--- config.mk ---
export PLATFORM = sky130hd
export DESIGN_NAME = video_out
export DESIGN_NICKNAME = d
export VERILOG_FILES = /design/src/hdl/colmix_pkg.sv /design/src/hdl/video_out.sv
export SDC_FILE = /design/constraint.sdc
export NUM_CORES = 1
export LEC_CHECK = 0
export BUFFER_PORTS_ARGS = -buffer_cell sky130_fd_sc_hd__buf_2
export CAP_MARGIN = 20
export CORE_MARGIN = 2
export CORE_UTILIZATION = 37
export DETAILED_ROUTE_END_ITERATION = 7
export PLACE_DENSITY = 0.68
export RECOVER_POWER = 25
export SYNTH_ARGS = -nofsm -noshare
export SYNTH_HDL_FRONTEND = slang
export SYNTH_SLANG_ARGS = --single-unit
--- constraint.sdc ---
create_clock -name clk -period 2.4 [get_ports clk]
set_input_delay 0.24 -clock clk [delete_from_list [all_inputs] [get_ports clk]]
set_output_delay 0.24 -clock clk [all_outputs]
set_load 0.02 [all_outputs]
--- src/hdl/colmix_pkg.sv ---
package colmix_pkg;

    // palette address: 2 layer-select bits on top of an 8-bit color index
    localparam int PAL_AW = 10;

    // red/green RAM holds two nibbles, blue RAM holds one
    localparam int PAL_RG_DW = 8;
    localparam int PAL_B_DW = 4;

    // pxl_cen strobes from layer input to rgb output
    // capture, select, address, palette read, output register
    localparam int PIXEL_LATENCY = 5;

    // one pixel from each tile/sprite layer
    typedef struct packed {
        // character layer, low two bits are the transparency code
        logic [5:0] char_pxl;
        // scroll 1, bit 7 is its priority bit
        logic [7:0] scr_pxl;
        // scroll 2, always opaque
        logic [6:0] scr2_pxl;
        // object layer, low nibble all ones means transparent
        logic [6:0] obj_pxl;
    } layer_pixels_t;

    // debug enables for the layers that can be switched off
    typedef struct packed {
        logic char_en;
        logic obj_en;
    } layer_en_t;

    // cpu side of the palette, plain strobes and levels only
    typedef struct packed {
        logic [PAL_AW-1:0] addr;
        logic [7:0] data;
        // active low write
        logic wr_n;
        // red/green palette select
        logic rg_cs;
        // blue palette select
        logic b_cs;
    } cpu_bus_t;

    // 4 bits per gun
    typedef struct packed {
        logic [3:0] red;
        logic [3:0] green;
        logic [3:0] blue;
    } rgb_t;

    // winning layer, also the top two bits of the palette address
    typedef enum logic [1:0] {
        SEL_SCR2 = 2'b00,
        SEL_SCR1 = 2'b01,
        SEL_OBJ = 2'b10,
        SEL_CHAR = 2'b11
    } layer_sel_t;

endpackage
--- src/hdl/video_out.sv ---
`timescale 1ns/10ps

module video_out (
    input  logic                             clk,
    input  logic                             rst_n,
    input  logic                             pxl_cen,
    // palette words from the two RAMs
    input  logic [colmix_pkg::PAL_RG_DW-1:0] rg,
    input  logic [colmix_pkg::PAL_B_DW-1:0]  b,
    // active low blanking, aligned with the layer pixels
    input  logic                             lhbl,
    input  logic                             lvbl,
    output colmix_pkg::rgb_t                 rgb,
    output logic                             lhbl_dly,
    output logic                             lvbl_dly
);

    // blanking delay lines, entry k holds the level of pipeline stage k+1
    logic [colmix_pkg::PIXEL_LATENCY-1:0] hbl_line;
    logic [colmix_pkg::PIXEL_LATENCY-1:0] vbl_line;

    colmix_pkg::rgb_t pal_rgb;
    logic pal_blank;

    // red in the upper nibble, green in the lower
    assign pal_rgb.red = rg[7:4];
    assign pal_rgb.green = rg[3:0];
    assign pal_rgb.blue = b;

    // blanking of the pixel whose palette word is on rg/b now
    assign pal_blank = ~hbl_line[colmix_pkg::PIXEL_LATENCY-2] |
                       ~vbl_line[colmix_pkg::PIXEL_LATENCY-2];

    always_ff @(posedge clk or negedge rst_n) begin
        if (!rst_n) begin
            // reset shows as blanked video
            hbl_line <= '0;
            vbl_line <= '0;
            rgb <= '0;
        end else if (pxl_cen) begin
            hbl_line <= {hbl_line[colmix_pkg::PIXEL_LATENCY-2:0], lhbl};
            vbl_line <= {vbl_line[colmix_pkg::PIXEL_LATENCY-2:0], lvbl};
            // black outside the visible area
            if (pal_blank) begin
                rgb <= '0;
            end else begin
                rgb <= pal_rgb;
            end
        end
    end

    // last tap lines up with the registered rgb
    assign lhbl_dly = hbl_line[colmix_pkg::PIXEL_LATENCY-1];
    assign lvbl_dly = vbl_line[colmix_pkg::PIXEL_LATENCY-1];

endmodule

# Yosys cells after proc, flatten, opt, wreduce, memory -nomap -nowiden
# Cells that the tools add are included.
[word_totals] out_inout_bits=14 inputBits=17 register_bits=22
[op_classes] bitwise_logic=3 mux=1
[ops] cell="$mux W12" count=1
[ops] cell="$not A1 Y1" count=2
[ops] cell="$or A1 B1 Y1" count=1

# Logic depth before layout (Yosys ltp)
[logic_depth] ltp_word=3 depth_mapped=4 mapped_depth_nobuf=2

# Worst setup path after synthesis
# Ideal clock, no wire load.
[synth_timing] path_type="input-to-reg" from="input port pxl_cen" to="register hbl_line[0] (netlist bit)" setup_ps=125 stages=3 arrival_time_ps=767 required_ps=2275 slack_ps=1508 path_cell_list="buf_6 -> buf_8 -> mux2_4"
[synth_lines] item="start: declaration" line_no="video_out.sv:6" source="input logic pxl_cen,"
[synth_lines] item="end signal: assignment" line_no="video_out.sv:41" source="hbl_line <= {hbl_line[colmix_pkg::PIXEL_LATENCY-2:0], lhbl};"
[synth_lines] item="end: declaration" line_no="video_out.sv:19" source="logic [colmix_pkg::PIXEL_LATENCY-1:0] hbl_line;"
# No word-level cell between the ends.

==> reports/qor.yml <==
placed_design:
  place_ws_ns: 1.126
  place.gp.congestion: 0.5687
  place_inst: 127
  portBuffers: 30
  placed_area_um2: 1040
  place_hpwl_um: 1069
floorplanning:
  ios: 31
  row_count: 17
  coreArea_um2: 2255
  die_h_um: 53.28
  initial_utilization_pct: 39.84
  dieArea_um2: 2838
  die_w_um: 53.28
timing:
  hold-worst-slack_ns: 0.1540
  fin_worst_skew_ns: 0.008354
  period_minus_slack_ns: 1.354
  setup_ws_ns: 1.046
  post-route-period-util_pct: 56.43
  rsz0062_at_grt: "no"
  fin_setup_tns_ns: 0
  fmax_mhz: 738.4
  report.final.hold_viol_count: 0
  finalSetupViolations: 0
  tightest_slew_ns: 1.152
  final_max_slew_viol_count: 0
  max_slew_margin_pct: 23.21
yosys:
  synth.avg_cell_area_um2: 12.14
  synth_ff_type: "dfrtp_1"
  netlist_area_um2: 898.4
  synth_nets: 91
  synthArstFlopShare_pct: 100.0
  ys_ff_latch: 22
  synth.distinct_cells: 10
  synth_top_area_share_pct: 61.28
  yosysWarningCount: 0
  synth.area.top_cells: "dfrtp_1 61%, mux2_4 10%, o22ai_1 8.4%"
  synth_common_cells: "22 x dfrtp_1, 13 x nand2_1, 12 x inv_1, 12 x o22ai_1, 6 x mux2_4"
  ys_seq_area_share_pct: 61.28
  yosys.area.top_type: "dfrtp_1"
  synthCells: 74
  synth.most_common_cell: "dfrtp_1"
  synth_edf_count: 0
setup_path:
  cp_data_required_time_ns: 2.66
  cp_cell_sequence: "dlygate4sd3_1 -> clkbuf_1"
  crit_end: "rgb[7]"
  r2r.worst_path.cells: 2
  regToRegEndpoint: "rgb[1]"
  crit_path_max_fanout: 22
  start_kind: "input port"
  cp-end-kind: "async pin"
  crit_type: "input port to async pin"
  crit_path_start: "rst_n"
  slowest_stage: "clkbuf_1"
  cpPeakStageDelay_ns: 0.85
  crit_cells: 2
  crit_buf_inv: 2
  critPathTopFamily: "buffers and inverters"
  rrSetupSlack_ns: 1.36
  crit_arrival_ns: 1.61
  r2r-start: "vbl_line[3]"
outcome:
  status: "complete, no violations"
clock_network:
  clkSlewWorstSetupHoldPaths_ns: 0.13
  numCtsBuffers: 3
  htree_levels: 1
  tritoncts: "built"
  cts_setup_buffers: 0
  clkSinkCount: 22
  clk_path_buf_depth: 2
  cts_resized: 0
  root_buffer: "clkbuf_4"
  clk_latency_ns: 0.30
global_routing:
  track_usage_pct: 12.61
  grt_pass1_vias: 568
  antenna_found_initial: 0
  grt_max_degree: 35
  grt-ovfl-total: 0
  grt_pass1_wl_um: 2518
worst_hold_path:
  hold_path_class: "input port to flop"
  min_from: "rg[4]"
layout:
  n_antenna_cell: 0
  fin_cells: 132
  final_util_pct: 48.11
  fin_area_um2: 1085
  fin_nets: 122
  drive_gt1_share_pct: 41.35
  syn_to_final_growth_pct: 20.75
routing:
  firstDrtPassIters: 2
  wirelength_um: 1530
  vias_per_cell: 4.508
  drc: 0
  dr.first_iter.drc_count: 4
  ant_nets: 0
  num_vias: 595
  avgRoutedWirePerCell_um: 11.59
run:
  maxCapViolations: 0
power_and_ir_drop:
  leakage_nw: 0.5592
  power_density_nw_per_um2: 803.6
  swShare_pct: 29.55
  pwr-share-seq_pct: 53.1
  power_frac_clock_pct: 23.2
  combPwrFrac_pct: 23.7
  finalPower_uw: 871.7
  ir_drop_mv: 0.3594
  p_switching_uw: 257.6
  power.internal_uw: 614.1
## worst register-to-register path, cell delays in order (launching register included)
cell	delay, ns
dfrtp_1	0.42
nand2_1	0.32
o22ai_1	0.16
## power by group through the flow
stage,clock network [mW],logic (mW),registers [mW]
2_1_floorplan,0,0.0998,0.511
3_3_place_gp,0,0.205,0.468
3_5_place_dp,0,0.210,0.469
4_1_cts,0.207,0.212,0.463
5_1_grt,0.223,0.228,0.471
6_report,0.202,0.207,0.463
## metal layers
metal	vias up	track usage [%]	wire (um)
met5	-	0	0
met4	0	5.128	15
met3	2	3.390	128
met2	22	20.16	629
met1	267	16.00	756
li1	304	-	-
## area by class of cell
type,instances,area [um^2]
clock buffers,4,36.28
fillers,216,1170
inverters,12,45.04
multi-input cells,35,259.0
flip-flops and latches,22,550.5
well taps,28,35.03
repair buffers,31,158.9
## registers in the layout, summed over array words and instances (netlist names)
| name | cells |
|---|---|
| vbl_line | 5 |
| hbl_line | 5 |
| rgb | 12 |
## worst min-delay path by stage
| stage | depth (start not counted) | end |
|---|---|---|
| CTS | 3 | rgb[8] |
| finish | 3 | rgb[8] |
| global placement | 1 | rgb[4] |
| detailed placement | 1 | rgb[5] |
| floorplan | 0 | hbl_line[0] |
| global route | 3 | rgb[8] |
## layout by cell type, fill, tap and decap left out
master	count
mux2_2	4
buf_2	29
dfrtp_1	22
inv_1	12
nand2_1	13
clkbuf_8	1
clkbuf_4	3
o22ai_1	12
clkbuf_1	1
mux2_4	6
dlygate4sd3_1	1
## cells by family (layout without fill, tap and decap cells)
group                  after synthesis  count (layout)  synth area share (%)
AOI/OAI and AO/OA                   12              12                 8.356
and+or+nand+nor                     13              13                 5.432
DFF                                 22              22                 61.28
buffers and inverters               17              47                 9.888
muxes                               10              10                 15.04
## what timing repair did
item / CTS / global route
endpoints found under the setup margin: 0 / 0
hold endpoints to repair: 22 / 0
hold buffers: 1 / 0
(Power assumes the default switching activity.)
