===== config.mk =====
export PLATFORM = sky130hd
export DESIGN_NAME = layer_prio
export DESIGN_NICKNAME = d
export VERILOG_FILES = /design/src/hdl/colmix_pkg.sv /design/src/hdl/layer_prio.sv
export SDC_FILE = /design/constraint.sdc
export NUM_CORES = 1
export LEC_CHECK = 0
export BUFFER_PORTS_ARGS = -buffer_cell sky130_fd_sc_hd__clkbuf_2
export CORE_ASPECT_RATIO = 1.75
export CORE_MARGIN = 2
export CORE_UTILIZATION = 50
export DETAILED_ROUTE_END_ITERATION = 8
export GPL_TIMING_DRIVEN = 0
export MAX_ROUTING_LAYER = met4
export PLACE_DENSITY = 0.76
export REMOVE_ABC_BUFFERS = 1
export SLEW_MARGIN = 20
export SYNTH_ARGS = -nofsm -noshare
export SYNTH_HDL_FRONTEND = slang
export SYNTH_SLANG_ARGS = --single-unit

===== constraint.sdc =====
create_clock -name clk -period 3.09 [get_ports clk]
set_clock_uncertainty 0.1 [all_clocks]
set_input_delay 0.1545 -clock clk [delete_from_list [all_inputs] [get_ports clk]]
set_output_delay 0.1545 -clock clk [all_outputs]
set_load 0.01 [all_outputs]

===== src/hdl/colmix_pkg.sv =====
package colmix_pkg;

    // palette address: 2 layer-select bits on top of an 8-bit color index
    localparam int PAL_AW = 10;

    // red/green RAM holds two nibbles, blue RAM holds one
    localparam int PAL_RG_DW = 8;
    localparam int PAL_B_DW = 4;

    // pxl_cen strobes from layer input to rgb output
    // capture, select, address, palette read, output register
    localparam int PIXEL_LATENCY = 5;

    // one pixel from each tile/sprite layer
    typedef struct packed {
        // character layer, low two bits are the transparency code
        logic [5:0] char_pxl;
        // scroll 1, bit 7 is its priority bit
        logic [7:0] scr_pxl;
        // scroll 2, always opaque
        logic [6:0] scr2_pxl;
        // object layer, low nibble all ones means transparent
        logic [6:0] obj_pxl;
    } layer_pixels_t;

    // debug enables for the layers that can be switched off
    typedef struct packed {
        logic char_en;
        logic obj_en;
    } layer_en_t;

    // cpu side of the palette, plain strobes and levels only
    typedef struct packed {
        logic [PAL_AW-1:0] addr;
        logic [7:0] data;
        // active low write
        logic wr_n;
        // red/green palette select
        logic rg_cs;
        // blue palette select
        logic b_cs;
    } cpu_bus_t;

    // 4 bits per gun
    typedef struct packed {
        logic [3:0] red;
        logic [3:0] green;
        logic [3:0] blue;
    } rgb_t;

    // winning layer, also the top two bits of the palette address
    typedef enum logic [1:0] {
        SEL_SCR2 = 2'b00,
        SEL_SCR1 = 2'b01,
        SEL_OBJ = 2'b10,
        SEL_CHAR = 2'b11
    } layer_sel_t;

endpackage

===== src/hdl/layer_prio.sv =====
`timescale 1ns/10ps

module layer_prio (
    input  logic                          clk,
    input  logic                          rst_n,
    input  logic                          pxl_cen,
    input  colmix_pkg::layer_pixels_t     pxl,
    input  colmix_pkg::layer_en_t         gfx_en,
    output logic [colmix_pkg::PAL_AW-1:0] pal_addr
);

    // stage 1 capture
    colmix_pkg::layer_pixels_t s1_pxl;
    colmix_pkg::layer_en_t s1_en;
    // stage 2 select, with the pixel it was decided on
    colmix_pkg::layer_pixels_t s2_pxl;
    colmix_pkg::layer_sel_t s2_sel;
    colmix_pkg::layer_sel_t next_sel;

    logic char_blank;
    logic obj_blank;
    logic scr_over_obj;

    // transparency codes, a disabled layer counts as transparent
    assign char_blank = (&s1_pxl.char_pxl[1:0]) | ~s1_en.char_en;
    assign obj_blank = (&s1_pxl.obj_pxl[3:0]) | ~s1_en.obj_en;

    // scroll 1 with its priority bit set covers objects
    // only for color codes 7 to 11, which are never the blank code
    assign scr_over_obj = s1_pxl.scr_pxl[7] &&
                          (s1_pxl.scr_pxl[3:0] >= 4'd7) &&
                          (s1_pxl.scr_pxl[3:0] <= 4'd11);

    // fixed priority, replaces the priority PROM
    always_comb begin
        if (!char_blank) begin
            next_sel = colmix_pkg::SEL_CHAR;
        end else if (!obj_blank) begin
            next_sel = scr_over_obj ? colmix_pkg::SEL_SCR1 : colmix_pkg::SEL_OBJ;
        end else if (s1_pxl.scr_pxl[3:0] == 4'd0) begin
            // scroll 1 code 0 lets scroll 2 through
            next_sel = colmix_pkg::SEL_SCR2;
        end else begin
            next_sel = colmix_pkg::SEL_SCR1;
        end
    end

    // palette address for the chosen layer
    function automatic logic [colmix_pkg::PAL_AW-1:0] build_addr(
        input colmix_pkg::layer_sel_t sel,
        input colmix_pkg::layer_pixels_t p
    );
        logic [colmix_pkg::PAL_AW-3:0] color;
        color = '0;
        case (sel)
            colmix_pkg::SEL_CHAR: begin
                // char bits 0 and 1 swap places
                color = {2'b00, p.char_pxl[5:2], p.char_pxl[0], p.char_pxl[1]};
            end
            colmix_pkg::SEL_SCR1: begin
                color = {1'b0, p.scr_pxl[6:0]};
            end
            colmix_pkg::SEL_OBJ: begin
                color = {1'b1, p.obj_pxl};
            end
            colmix_pkg::SEL_SCR2: begin
                // scroll 2 low nibble is bit reversed
                color = {1'b0, p.scr2_pxl[6:4], p.scr2_pxl[0], p.scr2_pxl[1],
                         p.scr2_pxl[2], p.scr2_pxl[3]};
            end
        endcase
        return {sel, color};
    endfunction

    // control path, advances only on pixel strobes
    always_ff @(posedge clk or negedge rst_n) begin
        if (!rst_n) begin
            s1_en <= '0;
            s2_sel <= colmix_pkg::SEL_SCR2;
            pal_addr <= '0;
        end else if (pxl_cen) begin
            s1_en <= gfx_en;
            s2_sel <= next_sel;
            pal_addr <= build_addr(s2_sel, s2_pxl);
        end
    end

    // pixel payload follows the select one stage behind
    always_ff @(posedge clk) begin
        if (pxl_cen) begin
            s1_pxl <= pxl;
            s2_pxl <= s1_pxl;
        end
    end

endmodule


---- After elaboration in Yosys (flattened, before gate mapping) ----
Index checks and enable logic that the tools add are counted.
word-level totals
  bits in registers ....................... 69
  latch bits .............................. 0
  memory bits (writable) .................. 0
  memory bits (read-only) ................. 0
  bits of input ports ..................... 33
  output and inout port bits .............. 10
  logic and storage cells ................. 32
  memories kept ........................... 0
operators by class
  $add $sub $neg .......................... 0
  $mul .................................... 0
  div/mod/pow operators ................... 0
  $lt $le $gt $ge ......................... 2
  eq/ne operators ......................... 3
  shifts and indexed selects .............. 0
  mux-type cells .......................... 5
  bitwise operators ....................... 4
  reduce and logical (&&, ||, !) cells .... 6
operator list
  cell                                                               number
  one-hot mux 8 bit (4 select lines)                                 1
  2-to-1 mux 2 bit                                                   3
  equality test 2 bit, second input constant                         2
  greater-or-equal comparator 4 x 3 -> 1 bit, second input constant  1
  less-or-equal comparator 4 bit, second input constant              1
  logical NOT 4 bit                                                  1
  AND reduction 4 bit                                                1
  equality test 2 x 1 -> 1 bit, second input constant                1
  logical AND 1 bit                                                  2
  logical NOT 2 bit                                                  1
  inverter 1 bit                                                     2
  OR 1 bit                                                           2
  AND reduction 2 bit                                                1
  2-to-1 mux 1 bit                                                   1

---- Depth between registers and ports, before layout ----
  depth in word-level cells ............... 6
  gate-level depth with buffers ........... 4
  mapped depth without buffers ............ 3

---- Least setup slack after synthesis ----
No wires, ideal clock.
  kind .................................... reg-to-reg
  start ................................... register s2_sel[1]
  end ..................................... register pal_addr[1] (netlist name)
  library setup time ...................... 125 ps
  arrival ................................. 1239 ps
  required time ........................... 2865 ps
  setup slack ............................. 1626 ps
  stages on the path, launching flop included .. 4
  path buffers ............................ 1
  clock period less this slack ............ 1464 ps
  cells stage by stage .................... dfrtp_1 buf_6 mux4_2 mux2_4
on the way
  word-level cells in the longest chain between the ends .. 2
  elaborated cells between the ends (all ways) .. 5
  those cells by class .................... eq/ne: 3; mux: 1; reduce/logical: 1
ends and longest elaborated chain
  what                                         line              RTL
  start, declared                              layer_prio.sv:17  colmix_pkg::layer_sel_t s2_sel;
  start signal, assigned                       layer_prio.sv:79  s2_sel <= colmix_pkg::SEL_SCR2;
  start signal, assigned                       layer_prio.sv:83  s2_sel <= next_sel;
  equality test 2 bit (tied with other cells)  layer_prio.sv:55  case (sel)
  one-hot mux 8 bit (4 select lines) *         layer_prio.sv:55
  end signal, assigned                         layer_prio.sv:84  pal_addr <= build_addr(s2_sel, s2_pxl);
  end, declared                                layer_prio.sv:9   output logic [colmix_pkg::PAL_AW-1:0] pal_addr
Mark *: on every way between the ends. The rest lies on a longest branch, timed or not.
A chain may end at the register's enable or synchronous reset.

---- Worst setup path after layout ----
  start ................................... register s2_sel[1]
  end ..................................... register pal_addr[0] (netlist name)
Same word-level chain as after synthesis.

==> impl_results.md <==
* Die Y at 96.5 µm
* Reg area at 2000 µm²
* Vias in the first global route at 1332
* Area Growth Syn to Fin at 31.5%
* PD cells at 638 nW/µm²
* Reg2Reg Depth at 2
* Starting density of the core at 0.519
* RSZ-0062 raised after global routing: no
* Worst Setup End Kind: flop
* # H-tree levels at 3
* Fin crit share at 0.578
* Max Slew Vio Count at 0
* Finished Layout Cells at 247
* Syn_area_per_cell at 22.2 µm²
* Required time at the worst-slack endpoint at 3.21 ns
* Worst skew pair latency at 0.33 ns
* Initial antenna violation count at 0
* Die footprint at 5480 µm²
* Final instance area at 3210 µm²
* Post-synthesis compound-gate area fraction at 0.0292
* Crit. Startpoint: s2_sel[1]
* Die width at 56.8 µm
* Antenna Nets Post-Route at 0
* Nets at 224
* Reg2reg start: s2_sel[1]
* Main area contributors after synthesis: edfxtp_1 68%, dfrtp_1 14%, mux4_2 4.6%, mux2_4 3.1%, mux2_2 2.3%
* # diodes at 0
* Dpl hpwl at 2.25 mm
* TNS Setup at 0 ns
* Area of the multi-input gates at 413 µm²
* Leakage Power at 1.28 nW
* Gr usage total at 0.164
* # fillers at 316
* Worst slew margin at 0.638
* 1st-iter DRT viols at 51
* Seq/Total Area, Yosys at 0.819
* Post-synthesis mux area share at 0.115
* GPL Wtd Cong at 0.743
* Final setup viols at 0
* Post-CTS Setup Inserts at 0
* Final-report hold violation count at 0
* Clock transition at path regs at 0.07 ns
* Layout cells sized above 1 at 0.369
* CP max FO at 11
* Yosys cell types at 28
* Site row count at 33
* DR vias/cell at 5.19
* CTS tree: built
* R2R Setup Slk at 1.30 ns
* Fmax at 0.560 GHz
* Worst Setup Start Kind: flop
* IO Port Bufs at 42
* DR WL/cell at 15.8 µm
* First-pass GRT wire length at 6.15 mm
* Syn Inst Count at 110
* MaxCap Viol Count at 0
* Worst-margin pin slew at 0.542 ns
* Yosys top cell by area: edfxtp_1
* CTS sink cnt at 69
* Hold Crit Class: in2async
* Vias at 1282
* Hold Slack at 0.165 ns
* Number of I/O pins at 43
* Root Driver: clkbuf_8
* Critical Setup Path Class: reg2reg
* Largest net degree at the start of global routing at 56
* #FFs+latches synth at 69
* Dpl cell area at 2720 µm²
* Core area at 4710 µm²
* Fin crit period at 1.79 ns
* Design Power at 2.05 mW
* Cells after DPL at 201
* Simple-Gate Fraction of Synth Area at 0.0251
* Maximum VDD drop at 0.586 mV
* DRC at 0
* Post-Route WL at 3.89 mm
* 1st-pass router iterations at 4
* Crit path to: pal_addr[0]
* Synthesized area at 2440 µm²
* Main combinational cell family by area after synthesis: multiplexers
* Critical Path AT at 1.91 ns
* CTS Buf Count at 9
* Yosys top cell area share at 0.676
* Status: finished, final reports clean
* Synth warn at 0
* Gr ovfl total at 0
* Reg2reg end: pal_addr[0]
* XOR/XNOR Fraction of Synth Area at 0
* Adder-Cell Fraction of Synth Area at 0
* Clk buf depth at 2
## cell type report
cell class | instances | share of cell area
Timing Repair Buffer | 74 | 0.171
Multi-Input combinational cell | 36 | 0.128
Inverter | 1 | 0.00117
Clock buffer | 10 | 0.0397
Tap cell | 52 | 0.0202
Sequential cell | 69 | 0.623
Clock inverter | 5 | 0.0163
## kinds of logic (layout without fill, tap and decap cells)
family,count (synthesis),count (layout)
buffers and inverters,5,90
AND/OR/NAND/NOR,10,10
flip-flops,69,69
multiplexers,17,17
AO/OA/AOI/OAI,9,9
## critical path, cell delays in order, from the launching register on
cell     delay, ns
dfrtp_1       0.69
mux4_1        0.62
mux2_2        0.27
## worst min path at each step
stage          slack, ns  startpoint     endpoint
6_report            0.16       rst_n  pal_addr[5]
5_1_grt             0.17     pxl_cen   s1_pxl[10]
4_1_cts             0.17     pxl_cen   s1_pxl[10]
3_5_place_dp      -0.002       rst_n  pal_addr[5]
3_3_place_gp       -0.02       rst_n  pal_addr[5]
2_1_floorplan      -0.24       rst_n  pal_addr[0]
## power by group
group	leakage, nW	internal, mW	switching [mW]	total [mW]
Combinational	0.487	0.137	0.0779	0.215
Sequential	0.699	1.11	0.0564	1.16
Clock	0.0935	0.364	0.309	0.673
Total	1.28	1.61	0.443	2.05
## state kept, by name (all words and copies together), names as in the netlist
name      count
s1_en         2
s2_sel        2
s2_pxl       27
pal_addr     10
s1_pxl       28
## metal layers
metal  up-vias  GRT usage  part of all wire
li1        604          -                 -
met5         -          -                 0
met3        16     0.0519             0.046
met1       618      0.173              0.35
met4         0     0.0969             0.040
met2        44      0.271              0.57
## cells in the mapped netlist, drive strengths merged
cell	instances
mux2	10
o21ai	1
nand3b	2
a21bo	1
buf	3
o211a	1
and4b	1
mux4	6
o211ai	1
nor4	1
nor2b	1
mux2i	1
clkbuf	1
dfrtp	14
o2111ai	1
a221oi	1
and2	1
nor2	2
nand2	1
inv	1
a21o	1
edfxtp	55
o21a	1
a31oi	1
nand4	1
## what timing repair did
| item | in CTS | in global routing |
|---|---|---|
| endpoints found under the hold margin | 44 | 0 |
| resized for setup | 0 | 0 |
| hold buffers | 31 | 0 |
## cell usage in the layout (no fill, tap or decap), types with 2 or more instances in the layout
cell type	instances
clkbuf_2	41
clkbuf_8	9
clkinv_2	2
dfrtp_1	14
dlygate4sd3_1	31
edfxtp_1	55
mux2_2	5
mux2_4	5
mux4_2	5
nand3b_1	2
nor2_1	2
## metrics by stage
stage / util / setup slack, ns
4_1_cts: 0.683 / 1.25
6_report: 0.683 / 1.30
2_1_floorplan: - / 1.46
5_1_grt: 0.683 / 1.18
3_5_place_dp: 0.579 / 1.27
3_3_place_gp: 0.572 / 1.12
Power figures use the tool's default switching activity.
